===== src/mmc5_params.svh =====
// Address decode constants and reset values shared by the MMC5 mapper RTL and its testbench
`ifndef MMC5_PARAMS_SVH
`define MMC5_PARAMS_SVH

// Matched against prg_ain[15:10]
`define MMC5_REG_BASE        6'b010100   // $5000 to $53FF register block
`define MMC5_EXRAM_BASE      6'b010111   // $5C00 to $5FFF expansion RAM window

// Offsets inside the register block, matched against prg_ain[9:0]
`define MMC5_REG_PRG_MODE    10'h100
`define MMC5_REG_CHR_MODE    10'h101
`define MMC5_REG_PROTECT1    10'h102     // Write 2 to unlock
`define MMC5_REG_PROTECT2    10'h103     // Write 1 to unlock
`define MMC5_REG_EXRAM_MODE  10'h104
`define MMC5_REG_PRG_RAM     10'h113     // Bank for $6000 to $7FFF
`define MMC5_REG_PRG_BANK0   10'h114     // First of four, $5114 to $5117
`define MMC5_REG_CHR_BANK0   10'h120     // First of eight, $5120 to $5127
`define MMC5_REG_CHR_UPPER   10'h130     // Upper two CHR bank bits
`define MMC5_REG_IRQ_LINE    10'h203     // Target scanline
`define MMC5_REG_IRQ_STATUS  10'h204     // Enable on write, status on read
`define MMC5_REG_MUL_A       10'h205     // Operand A, product low on read
`define MMC5_REG_MUL_B       10'h206     // Operand B, product high on read

// Sizes and limits
`define MMC5_PRG_WINDOWS     4           // 8 kB CPU windows at $8000 and up
`define MMC5_EXRAM_DEPTH     1024
`define MMC5_LAST_VISIBLE    240         // Targets at or past this never fire

// Physical layout and reset state
`define MMC5_RAM_BASE_HI     6'b111100   // Save RAM sits at the top of PRG space
`define MMC5_RESET_PRG_BANK3 8'h7F       // Last ROM bank at $E000

`endif


===== src/mmc5_cpu_pkg.sv =====
// CPU side types for the MMC5 mapper, imported by the register file, PRG mapping and top level
`default_nettype none

package mmc5_cpu_pkg;

	// PRG banking mode
	// 0 one 32 kB bank
	// 1 two 16 kB banks
	// 2 16 kB then two 8 kB banks
	// 3 four 8 kB banks
	typedef logic [1:0] prg_mode_t;

	// CHR banking mode, 8/4/2/1 kB pages for modes 0 to 3
	typedef logic [1:0] chr_mode_t;

	// 8 kB PRG bank number
	// Bit 7 high selects ROM, low selects save RAM
	typedef logic [7:0] prg_bank_t;

	// Physical PRG address into the cartridge image
	typedef logic [21:0] prg_addr_t;

	// Expansion RAM mode
	// 0 and 1 write only while rendering
	// 2 plain read/write RAM
	// 3 read only
	typedef logic [1:0] exram_mode_t;

endpackage

`default_nettype wire


===== src/prg_map.sv =====
// PRG physical address and access permission from the window banks, used by mmc5_top
`timescale 1ns/1ps
`default_nettype none
`include "mmc5_params.svh"

module prg_map (
	input  logic [15:0]                                     prg_ain,
	input  logic                                            prg_write,
	input  mmc5_cpu_pkg::prg_bank_t [`MMC5_PRG_WINDOWS-1:0] window_bank,
	input  logic [2:0]                                      prg_ram_bank,
	input  logic                                            ram_we,       // Protect keys unlocked
	output mmc5_cpu_pkg::prg_addr_t                         prg_aout,
	output logic                                            prg_allow
);
	import mmc5_cpu_pkg::*;

	prg_bank_t sel;      // Bank serving this address
	logic      mapped;   // $6000 and up
	logic      is_rom;

	// $6000 to $7FFF always goes to the RAM bank
	assign sel    = prg_ain[15] ? window_bank[prg_ain[14:13]] : {5'b00000, prg_ram_bank};
	assign mapped = prg_ain[15] || (prg_ain[14:13] == 2'b11);
	assign is_rom = sel[7];

	// ROM lives low, save RAM at the top of the space
	assign prg_aout = is_rom ? {2'b00, sel[6:0], prg_ain[12:0]}
	                         : {`MMC5_RAM_BASE_HI, sel[2:0], prg_ain[12:0]};

	// Reads always pass, writes only to unlocked RAM
	assign prg_allow = mapped && (!prg_write || (!is_rom && ram_we));

endmodule

`default_nettype wire


===== config.mk =====
export PLATFORM = sky130hd
export DESIGN_NAME = prg_map
export DESIGN_NICKNAME = d
export VERILOG_FILES = /design/src/mmc5_cpu_pkg.sv /design/src/prg_map.sv
export VERILOG_INCLUDE_DIRS = /design/src /design/src/src
export SDC_FILE = /design/constraint.sdc
export NUM_CORES = 1
export LEC_CHECK = 0
export BUFFER_PORTS_ARGS = -buffer_cell sky130_fd_sc_hd__buf_2
export CORE_MARGIN = 2
export CORE_UTILIZATION = 28
export DETAILED_ROUTE_END_ITERATION = 10
export GPL_TIMING_DRIVEN = 0
export PLACE_DENSITY_LB_ADDON = 0.15
export SETUP_SLACK_MARGIN = 0.2
export SLEW_MARGIN = 20
export SYNTH_ARGS = -nofsm -noshare
export SYNTH_HDL_FRONTEND = slang
export SYNTH_SLANG_ARGS = --single-unit

===== constraint.sdc =====
create_clock -name vclk -period 1.05
set_input_delay 0.0525 -clock vclk [all_inputs]
set_output_delay 0.0525 -clock vclk [all_outputs]
set_load 0.02 [all_outputs]

==> results of run 1 <==
## placed cells by master (no fill, tap or decap), drive strengths merged
master / Yosys / layout
nor2b: 2 / 2
buf: 16 / 80
o22a: 1 / 1
a21oi: 2 / 2
mux2i: 2 / 2
nand2b: 1 / 1
mux2: 3 / 3
o221ai: 1 / 1
mux4: 7 / 7
or2: 2 / 2
nand2: 1 / 1
bufbuf: 0 / 1
## cell families after synthesis
kind of cell    after synthesis  synth area share
mux                          12            0.5485
simple gates                  6           0.08484
compound gates                4           0.06668
buf+inv                      16            0.3000
## layout make-up
class,instances,area [µm²],area share
repair buffers,65,430.4,0.4497
multi-input cells,22,359.1,0.3752
plain buffers,16,148.9,0.1556
well taps,15,18.77,0.01961
## path summary, 6_finish.rpt
| kind | to | slack [ns] |
|---|---|---|
| min | prg_aout[8] | 0.32 |
| max | prg_aout[13] | -0.07 |
## timing repair
action	CTS	global route
endpoints found under the setup margin	10	10
cloned	1	0
pin swaps	2	2
buffers inserted	3	0
resized for setup	31	2
## layer usage
layer  GRT usage  vias to the layer above
met5           0                        -
met4     0.01875                        0
met3     0.03448                        2
met2      0.3785                       44
met1      0.1609                      251
li1            -                      264
## power by group
group / internal [mW] / switching [mW] / total, mW
combinational: 0.305 / 0.193 / 0.498
clock: 0 / 0 / 0
sequential: 0 / 0 / 0
==> reports/summary.txt, run 1 <==
STATUS
---------------------------------------------------------------------------------
Outcome ............................................................ complete, but fails checks
Violated checks .................................................... setup timing

HOLD PATH
---------------------------------------------------------------------------------
Worst Hold Path Cells ..............................................            2
Worst hold-check path type .........................................       in2out
Startpoint of the worst hold path ..................................   prg_ain[8]

FINAL LAYOUT
---------------------------------------------------------------------------------
Area Growth Syn to Fin .............................................       131.8%
Filler cells .......................................................           91
Clock buffers ......................................................            0
Sequential standard cell area ......................................        0 µm²
Layout net count ...................................................          158
Total inserted antenna cells .......................................            0
Final cell count without fillers ...................................          118
Layout Utilization .................................................       0.7176
Post-Layout Inst Area ..............................................    957.2 µm²
Flip-flop and latch count ..........................................            0
Fraction of layout cells with a size suffix above 1 ................       0.9903

POWER AND IR DROP
---------------------------------------------------------------------------------
Total power of the final layout ....................................    0.4979 mW
Largest vdd supply drop ............................................     305.8 µV
Cell leakage power .................................................    0.5027 nW
Power per standard cell area ....................................... 520.2 mW/mm²

TIMING
---------------------------------------------------------------------------------
Aggregate negative setup slack .....................................   -0.2445 ns
Total count of hold-check failures in the final report .............            0
Final Hold Slack ...................................................    0.3225 ns
Unrepaired setup endpoints after global routing ....................          yes
Final WS setup .....................................................  -0.06767 ns
Final number of max-transition violations ..........................            0
Actual transition at the worst max-transition pin ..................    0.1593 ns
Final setup violation count ........................................            7
Final worst path period share ......................................        1.064
Upper clock frequency limit ........................................    894.7 MHz
Final period demand of the worst path ..............................     1.118 ns
Relative slew slack ................................................       0.8915

CLOCK NETWORK
---------------------------------------------------------------------------------
Hold Buf Count CTS .................................................            0

PLACED DESIGN
---------------------------------------------------------------------------------
Routability-driven placement congestion ratio ......................       0.6501
Area after detailed placement ......................................    785.8 µm²
Worst Setup Slack post-DPL .........................................   -0.1045 ns
Hpwl dp ............................................................     1.256 mm
Port-buffer cells ..................................................           61
Placed cell count ..................................................          114

DRT
---------------------------------------------------------------------------------
Length of routed met3 wiring .......................................       181 µm
Total length of routed wires .......................................     1.564 mm
Iteration-0 DRC count of the detailed router .......................            3
Total iterations of the first detailed-routing run .................            4
Wire length on met1 ................................................       431 µm
Met2 Wirelength ....................................................       934 µm
Vias after detailed routing ........................................          561
Highest metal layer with signal wires ..............................         met4
Number of nets still failing antenna checks after routing ..........            0
Average vias per placed instance ...................................        4.754
WL per Instance ....................................................     13.25 µm
Remaining design rule violation count ..............................            0

DIE
---------------------------------------------------------------------------------
Total number of placement rows .....................................           13
Chip height ........................................................     42.40 µm
Die Footprint ...................................................... 0.001798 mm²
Starting density of the core .......................................       0.3096
Placeable core region .............................................. 0.001334 mm²
Ports placed on the boundary .......................................           76
Die X ..............................................................     42.40 µm

SYNTH
---------------------------------------------------------------------------------
Synthesized Nets ...................................................           91
Warnings from Yosys ................................................            0
Synth cell types ...................................................           13
Post-Synthesis Cells ...............................................           38
Most common library cells after synthesis .......................... sky130_fd_sc_hd__buf_4 (15), sky130_fd_sc_hd__mux4_1 (4), sky130_fd_sc_hd__mux2_2 (3), sky130_fd_sc_hd__mux4_2 (3)
Portion of synthesized cell area occupied by the leading cell type .       0.2727
Mean instance size in the synthesized netlist ......................    10.87 µm²
Synth area leaders ................................................. sky130_fd_sc_hd__buf_4 (27%), sky130_fd_sc_hd__mux4_1 (25%), sky130_fd_sc_hd__mux4_2 (16%)
Part of the Yosys area used for sequential elements ................            0
Most area-hungry cell type in the Yosys netlist .................... sky130_fd_sc_hd__buf_4
Syn Std Cell Area ..................................................    412.9 µm²
Top-count cell post-synth .......................................... sky130_fd_sc_hd__buf_4

CRITICAL PATH
---------------------------------------------------------------------------------
Maximum cell stage delay along the critical path ...................      0.50 ns
Number of stages on the worst setup path ...........................            4
Worst setup path start .............................................  prg_ain[13]
Critical Path Source Type ..........................................   input port
Data required, critical path .......................................      1.00 ns
Data arrival, critical path ........................................      1.07 ns
Cell chain of the critical path .................................... buf_12 -> mux4_2 -> mux2_4 -> buf_6
CP bufs+invs .......................................................            2
Maximum fanout count along the critical path .......................            5
Gate family responsible for the most delay along the worst path .... multiplexers
Type of the worst setup path .......................................       in2out
Crit. End Element ..................................................  output port
Critical path's slowest cell ....................................... sky130_fd_sc_hd__mux4_2

GRT
---------------------------------------------------------------------------------
Vias in the first global route .....................................          553
Global-route wire length before repair .............................     2.442 mm
Number of antenna violations at the first check in global routing ..            0
Largest net degree at the start of global routing ..................           11
GR Util All Layers .................................................       0.1732
GRT overflow .......................................................            0

JOB
---------------------------------------------------------------------------------
# Max-Cap Violations ...............................................            0

Power figures use the tool's default switching activity.
==> run 2, diff against run 1 <==
- GPL_TIMING_DRIVEN: 0 -> 1
==> run 2 against run 1 <==
  * The run still ends with setup timing left
  * Via count decreased by 17%
  * Critical path type unchanged
  * Worst setup slack better by 0.017 ns
  * Cell count fell by 19%
==> reports/summary.txt, run 2 (synthesis gave the netlist of run 1 again) <==
DRT
-------------------------------------------------------------------------------------
Number of nets still failing antenna checks after routing ..............            0   unchanged
Average vias per placed instance .......................................        4.916   +3.4%
Vias after detailed routing ............................................          467   -17%
Iteration-0 DRC count of the detailed router ...........................            3   unchanged
Remaining design rule violation count ..................................            0   unchanged
Total length of routed wires ...........................................     1.342 mm   -14%
Total iterations of the first detailed-routing run .....................            3   -1
WL per Instance ........................................................     14.13 µm   +6.6%

CRITICAL PATH
-------------------------------------------------------------------------------------
Maximum fanout count along the critical path ...........................            8   +3
Data required, critical path ...........................................      1.00 ns   about the same
Worst setup path start .................................................  prg_ain[13]
Critical Path Source Type ..............................................   input port
Maximum cell stage delay along the critical path .......................      0.48 ns   -0.02 ns
Type of the worst setup path ...........................................       in2out
Endpoint of the worst setup timing path ................................ prg_aout[14]
Data arrival, critical path ............................................      1.05 ns   -0.02 ns
Cell chain of the critical path ........................................ buf_12 -> mux4_2 -> mux2_4 -> buf_6
Critical path's slowest cell ........................................... sky130_fd_sc_hd__mux4_2
Crit. End Element ......................................................  output port

FINAL LAYOUT
-------------------------------------------------------------------------------------
Area Growth Syn to Fin .................................................       87.88%
Clock buffers ..........................................................            0   unchanged
Final cell count without fillers .......................................           95   -19%
Layout net count .......................................................          135   -15%
Fraction of layout cells with a size suffix above 1 ....................       0.9750   -0.01529
Total inserted antenna cells ...........................................            0   unchanged
Most frequent cells in the layout ...................................... sky130_fd_sc_hd__buf_2 (38), sky130_fd_sc_hd__buf_6 (12), sky130_fd_sc_hd__mux4_2 (7)
Flip-flop and latch count ..............................................            0   unchanged
Post-Layout Inst Area ..................................................    775.7 µm²   -19%
Sequential standard cell area ..........................................        0 µm²   unchanged
Most frequent standard cell in the layout excluding fill and tap cells . sky130_fd_sc_hd__buf_2

CLOCK NETWORK
-------------------------------------------------------------------------------------
Hold Buf Count CTS .....................................................            0   unchanged

STATUS
-------------------------------------------------------------------------------------
Violated checks ........................................................ setup timing
Outcome ................................................................ complete, but fails checks

POWER AND IR DROP
-------------------------------------------------------------------------------------
Power per standard cell area ........................................... 499.3 mW/mm²   -4.0%
Net switching share of the total power .................................       0.3690   -0.01853
Clock network fraction of design power .................................            0   unchanged
Net Switching ..........................................................    0.1429 mW   -26%
Internal power .........................................................    0.2444 mW   -20%
Total power of the final layout ........................................    0.3873 mW   -22%
Comb pwr share .........................................................        1.000   about the same
Cell leakage power .....................................................    0.3820 nW   -24%
Share of power burned in registers .....................................            0   unchanged
Largest vdd supply drop ................................................     226.9 µV   -26%

TIMING
-------------------------------------------------------------------------------------
Final WS setup .........................................................  -0.05048 ns   +0.01718 ns
Final Hold Slack .......................................................    0.1050 ns   -0.2175 ns
Relative slew slack ....................................................       0.8837   -0.007794
Final setup violation count ............................................            6   -1
Unrepaired setup endpoints after global routing ........................          yes
Total count of hold-check failures in the final report .................            0   unchanged
Upper clock frequency limit ............................................    908.7 MHz   +1.6%
Final period demand of the worst path ..................................     1.100 ns   -0.01718 ns
Final worst path period share ..........................................        1.048   -0.01637
Final number of max-transition violations ..............................            0   unchanged
Actual transition at the worst max-transition pin ......................    0.1708 ns   +0.01145 ns

JOB
-------------------------------------------------------------------------------------
# Max-Cap Violations ...................................................            0   unchanged

DIE
-------------------------------------------------------------------------------------
Ports placed on the boundary ...........................................           76   unchanged
Die X ..................................................................     42.40 µm   unchanged
Total number of placement rows .........................................           13   unchanged
Placeable core region .................................................. 0.001334 mm²   unchanged
Die Footprint .......................................................... 0.001798 mm²   unchanged
Starting density of the core ...........................................       0.3096   unchanged
Chip height ............................................................     42.40 µm   unchanged

PLACED DESIGN
-------------------------------------------------------------------------------------
Worst Setup Slack post-DPL .............................................   -0.2440 ns   -0.1396 ns
Area after detailed placement ..........................................    604.3 µm²   -23%
Routability-driven placement congestion ratio ..........................       0.6800   +4.6%
Placed cell count ......................................................           90   -21%
Port-buffer cells ......................................................           50   -18%

HOLD PATH
-------------------------------------------------------------------------------------
Worst hold-check path type .............................................       in2out
Startpoint of the worst hold path ......................................  prg_ain[11]

GRT
-------------------------------------------------------------------------------------
Global-route wire length before repair .................................     2.125 mm   -13%
Largest net degree at the start of global routing ......................           11   unchanged
GRT overflow ...........................................................            0   unchanged
Number of antenna violations at the first check in global routing ......            0   unchanged
Vias in the first global route .........................................          485   -12%
GR Util All Layers .....................................................       0.1437   -0.02943

[run 2: cell count changes in the layout (fill, tap and decap cells not counted)]
| cell | previous run | this run |
|---|---|---|
| sky130_fd_sc_hd__bufbuf_16 | 1 | 0 |
| sky130_fd_sc_hd__buf_2 | 51 | 38 |
| sky130_fd_sc_hd__nor2b_2 | 0 | 1 |
| sky130_fd_sc_hd__buf_6 | 13 | 12 |
| sky130_fd_sc_hd__buf_12 | 2 | 1 |
| sky130_fd_sc_hd__buf_8 | 0 | 1 |
| sky130_fd_sc_hd__nand2_1 | 0 | 1 |
| sky130_fd_sc_hd__nand2_2 | 1 | 0 |
| sky130_fd_sc_hd__buf_4 | 14 | 6 |
| sky130_fd_sc_hd__nor2b_4 | 2 | 1 |
[run 2: power by group through the flow]
stage / Sequential, mW / Combinational, mW / Clock (mW)
detailed placement: 0 / 0.280 / 0
global route: 0 / 0.413 / 0
floorplan: 0 / 0.255 / 0
global placement: 0 / 0.280 / 0
finish: 0 / 0.387 / 0
CTS: 0 / 0.369 / 0
[run 2: layer usage]
layer	routed length [µm]	track usage
met1	424	0.1632
met2	729	0.2769
met3	168	0.03017
met4	20	0.01875
met5	0	0
[run 2: worst min-delay path by stage]
stage	to	slack, ns	cells after the start
after global placement	prg_aout[11]	0.11	0
final	prg_aout[11]	0.11	0
after CTS	prg_aout[11]	0.11	0
after floorplan	prg_allow	0.18	1
after global routing	prg_aout[11]	0.11	0
after detailed placement	prg_aout[11]	0.11	0
[run 2: cell type report]
class	count	area [µm²]
tap	15	18.77
timing repair buffer	58	405.4
multi-input combinational	22	351.6
fill	132	558.0
[run 2: repair_timing]
action                     in CTS  in global routing
setup buffers                   3                  2
gates cloned                    0                  0
pin swaps                       2                  4
gates resized for setup        32                  6
setup endpoints to repair      10                 10
[run 2: through the flow]
stage	setup TNS, ns	utilization
final	-0.2289	0.5816
after global placement	-1.490	0.4531
after floorplan	0	-
after CTS	-0.2843	0.5600
after global routing	-0.3836	0.5816
after detailed placement	-1.563	0.4531
[run 2: worst max-delay path, delay by kind of cell]
family                 cells  cell delay, ns
multiplexers               2            0.75
buffers and inverters      2            0.23
==> run 3, diff against run 2 <==
- ABC_AREA: default -> 1
- CORE_ASPECT_RATIO: default -> 1.2
- CORE_UTILIZATION: 28 -> 30
==> run 3 against run 2 <==
  * The run now ends clean
  * Worst setup slack improved by 0.25 ns
  * Area after synthesis increased by 17%
  * Utilization decreased by 4.0 points
  * First-iteration DRC count increased by 67%
  * Clock-buffer cell count unchanged
  * Flip-flop and latch count unchanged
  * Sequential share of layout area unchanged
  * Critical path type unchanged
  * Critical endpoint is now prg_allow
  * Highest routed layer is now met3
==> reports/summary.txt, run 3 <==
CRITICAL PATH
------------------------------------------------------------------------------------------
Data required, critical path ................................................      1.00 ns   about the same
Data arrival, critical path .................................................      0.80 ns   -0.25 ns
Critical Path Source Type ...................................................   input port
Type of the worst setup path ................................................       in2out
Maximum fanout count along the critical path ................................            5   -3
Crit. End Element ...........................................................  output port

DRT
------------------------------------------------------------------------------------------
Total length of routed wires ................................................     1.535 mm   +14%
Highest metal layer with signal wires .......................................         met3
Number of nets still failing antenna checks after routing ...................            0   unchanged
Remaining design rule violation count .......................................            0   unchanged
Met2 Wirelength .............................................................       777 µm   +6.6%
Vias after detailed routing .................................................          681   +46%
Total iterations of the first detailed-routing run ..........................            4   +1
Iteration-0 DRC count of the detailed router ................................            5   +2
Wire length on met1 .........................................................       581 µm   +37%
Length of routed met3 wiring ................................................       176 µm   +4.8%
WL per Instance .............................................................     10.66 µm   -25%
Average vias per placed instance ............................................        4.729   -3.8%

POWER AND IR DROP
------------------------------------------------------------------------------------------
Cell leakage power ..........................................................    0.4208 nW   +10%
Largest vdd supply drop .....................................................     215.9 µV   -4.8%
Power per standard cell area ................................................ 449.6 mW/mm²   -9.9%
Total power of the final layout .............................................    0.3567 mW   -7.9%

HOLD PATH
------------------------------------------------------------------------------------------
Endpoint with the worst hold slack .......................................... prg_aout[11]
Worst Hold Path Cells .......................................................            0   unchanged
Worst hold-check path type ..................................................       in2out
Startpoint of the worst hold path ...........................................  prg_ain[11]

FINAL LAYOUT
------------------------------------------------------------------------------------------
Sequential standard cell area ...............................................        0 µm²   unchanged
Flip-flop and latch count ...................................................            0   unchanged
Most frequent cells in the layout ........................................... sky130_fd_sc_hd__buf_2 (39), sky130_fd_sc_hd__nor2_1 (23), sky130_fd_sc_hd__buf_4 (12)
Filler cells ................................................................          158   +20%
Clock buffers ...............................................................            0   unchanged
Area Growth Syn to Fin ......................................................       64.68%
Fraction of layout cells with a size suffix above 1 .........................       0.6220   -0.3530
Most frequent standard cell in the layout excluding fill and tap cells ...... sky130_fd_sc_hd__buf_2
Total inserted antenna cells ................................................            0   unchanged
Layout net count ............................................................          182   +35%

DIE
------------------------------------------------------------------------------------------
Starting density of the core ................................................       0.3291   +0.01949
Placeable core region ....................................................... 0.001464 mm²   +9.8%
Die X .......................................................................     40.58 µm   -4.3%
Chip height .................................................................     47.90 µm   +13%
Ports placed on the boundary ................................................           76   unchanged
Total number of placement rows ..............................................           15   +2
Die Footprint ............................................................... 0.001944 mm²   +8.1%

CLOCK NETWORK
------------------------------------------------------------------------------------------
Hold Buf Count CTS ..........................................................            0   unchanged

SYNTH
------------------------------------------------------------------------------------------
Top-count cell post-synth ................................................... sky130_fd_sc_hd__nor2_1
Synth cell types ............................................................           20   +7
Synthesized Nets ............................................................          140   +54%
Synth area leaders .......................................................... sky130_fd_sc_hd__buf_4 (23%), sky130_fd_sc_hd__nor2_1 (23%), sky130_fd_sc_hd__o21ai_1 (8.3%)
Syn Std Cell Area ...........................................................    481.7 µm²   +17%
Largest family of logic cells by synthesized area ........................... buffers and inverters
Area fraction in compound gates after synthesis .............................       0.2649   +0.1983
Multiplexer share of the synthesized area ...................................            0   -0.5485
Warnings from Yosys .........................................................            0   unchanged
Part of the Yosys area used for sequential elements .........................            0   unchanged
Most common library cells after synthesis ................................... sky130_fd_sc_hd__nor2_1 (29), sky130_fd_sc_hd__buf_4 (15), sky130_fd_sc_hd__o21ai_1 (8), sky130_fd_sc_hd__o21ai_0 (6), sky130_fd_sc_hd__nand2_2 (4)
Post-Synthesis Cells ........................................................           87   +130%
Mean instance size in the synthesized netlist ...............................    5.537 µm²   -49%
Share of synthesized cell area in full adder, half adder and majority cells .            0   unchanged
Portion of synthesized cell area occupied by the leading cell type ..........       0.2338   -0.03896
Most area-hungry cell type in the Yosys netlist ............................. sky130_fd_sc_hd__buf_4
Xor/xnor share of the synthesized area ......................................            0   unchanged
Simple-gate portion of the synthesized area .................................       0.3584   +0.2736

JOB
------------------------------------------------------------------------------------------
# Max-Cap Violations ........................................................            0   unchanged

PLACED DESIGN
------------------------------------------------------------------------------------------
Port-buffer cells ...........................................................           50   unchanged
Hpwl dp .....................................................................     1.222 mm
Routability-driven placement congestion ratio ...............................       0.7810   +15%

TIMING
------------------------------------------------------------------------------------------
Final worst path period share ...............................................       0.8123   -0.2358
Final number of max-transition violations ...................................            0   unchanged
Aggregate negative setup slack ..............................................         0 ns   +0.2289 ns
Unrepaired setup endpoints after global routing .............................          yes
Total count of hold-check failures in the final report ......................            0   unchanged
Final setup violation count .................................................            0   -6
Upper clock frequency limit .................................................     1172 MHz   +29%
Final period demand of the worst path .......................................    0.8529 ns   -0.2476 ns
Relative slew slack .........................................................       0.8370   -0.04673
Actual transition at the worst max-transition pin ...........................    0.2445 ns   +0.07375 ns

GRT
------------------------------------------------------------------------------------------
GR Util All Layers ..........................................................       0.1533   +0.009601
Global-route wire length before repair ......................................     2.145 mm   +0.94%
Largest net degree at the start of global routing ...........................           10   -1
Vias in the first global route ..............................................          563   +16%
Number of antenna violations at the first check in global routing ...........            0   unchanged
GRT overflow ................................................................            0   unchanged

STATUS
------------------------------------------------------------------------------------------
Outcome ..................................................................... complete, no violations

## run 3: changes by cell type after synthesis, moves of 4 or more
cell	delta
sky130_fd_sc_hd__nor2_1	+29
sky130_fd_sc_hd__nand2_2	+4
sky130_fd_sc_hd__mux4_1	-4
sky130_fd_sc_hd__o21ai_1	+8
sky130_fd_sc_hd__o21ai_0	+6
## run 3: stage by stage
stage	std cells	util	instance area, µm²	hold slack (ns)	setup slack, ns
2_1_floorplan	87	-	489.2	0.1621	0.1422
3_3_place_gp	140	0.4436	649.4	0.1051	0.05561
3_5_place_dp	140	0.4436	649.4	0.1051	0.04459
4_1_cts	143	0.5017	734.5	0.1051	0.1923
5_1_grt	144	0.5419	793.3	0.1051	0.1574
6_report	144	0.5419	793.3	0.1050	0.1971
## run 3: kinds of logic (layout without fill, tap and decap cells)
kind of cell	after synthesis	in the layout
AO/OA/AOI/OAI	23	23
AND/OR/NAND/NOR	38	38
buffers and inverters	26	66
## run 3: repair_timing
| item | 4_1_cts | 5_1_grt |
|---|---|---|
| gates resized for setup | 20 | 13 |
| gates cloned | 0 | 1 |
| hold endpoints to repair | 0 | 0 |
| pin swaps | 2 | 5 |
| buffers inserted | 3 | 0 |
| endpoints found under the setup margin | 8 | 10 |
## run 3: worst max-delay path: stages
cell and delay, ns:
sky130_fd_sc_hd__buf_6 0.11, sky130_fd_sc_hd__buf_6 0.12, sky130_fd_sc_hd__nand3_2 0.06, sky130_fd_sc_hd__nand2_2 0.06, sky130_fd_sc_hd__nand2_4 0.10, sky130_fd_sc_hd__nand2_4 0.06
sky130_fd_sc_hd__a21oi_4 0.11, sky130_fd_sc_hd__buf_6 0.12
## run 3: layout make-up
type                       count  area (µm²)  area share
tap                           17       21.27     0.02681
timing repair buffer          59       401.6      0.5063
multi-input combinational     61       335.3      0.4227
inverter                       7       35.03     0.04416
## run 3: routing by layer
metal / track usage / vias up
met5: 0 / -
met4: 0 / 0
met3: 0.02791 / 0
met2: 0.3048 / 46
met1: 0.1731 / 286
li1: - / 349
## run 3: worst max path at each step
stage / from / to / slack (ns) / cells past startpoint
after global placement: prg_ain[13] / prg_aout[17] / 0.06 / 7
after floorplan: prg_ain[13] / prg_aout[16] / 0.14 / 6
after CTS: prg_ain[13] / prg_aout[14] / 0.19 / 7
final: prg_ain[14] / prg_allow / 0.20 / 8
after global routing: prg_ain[13] / prg_allow / 0.16 / 9
after detailed placement: prg_ain[13] / prg_aout[17] / 0.04 / 7
## run 3: where the power goes
part | switching, mW | internal, mW
registers | 0 | 0
clock network | 0 | 0
logic | 0.173 | 0.184
total | 0.173 | 0.184
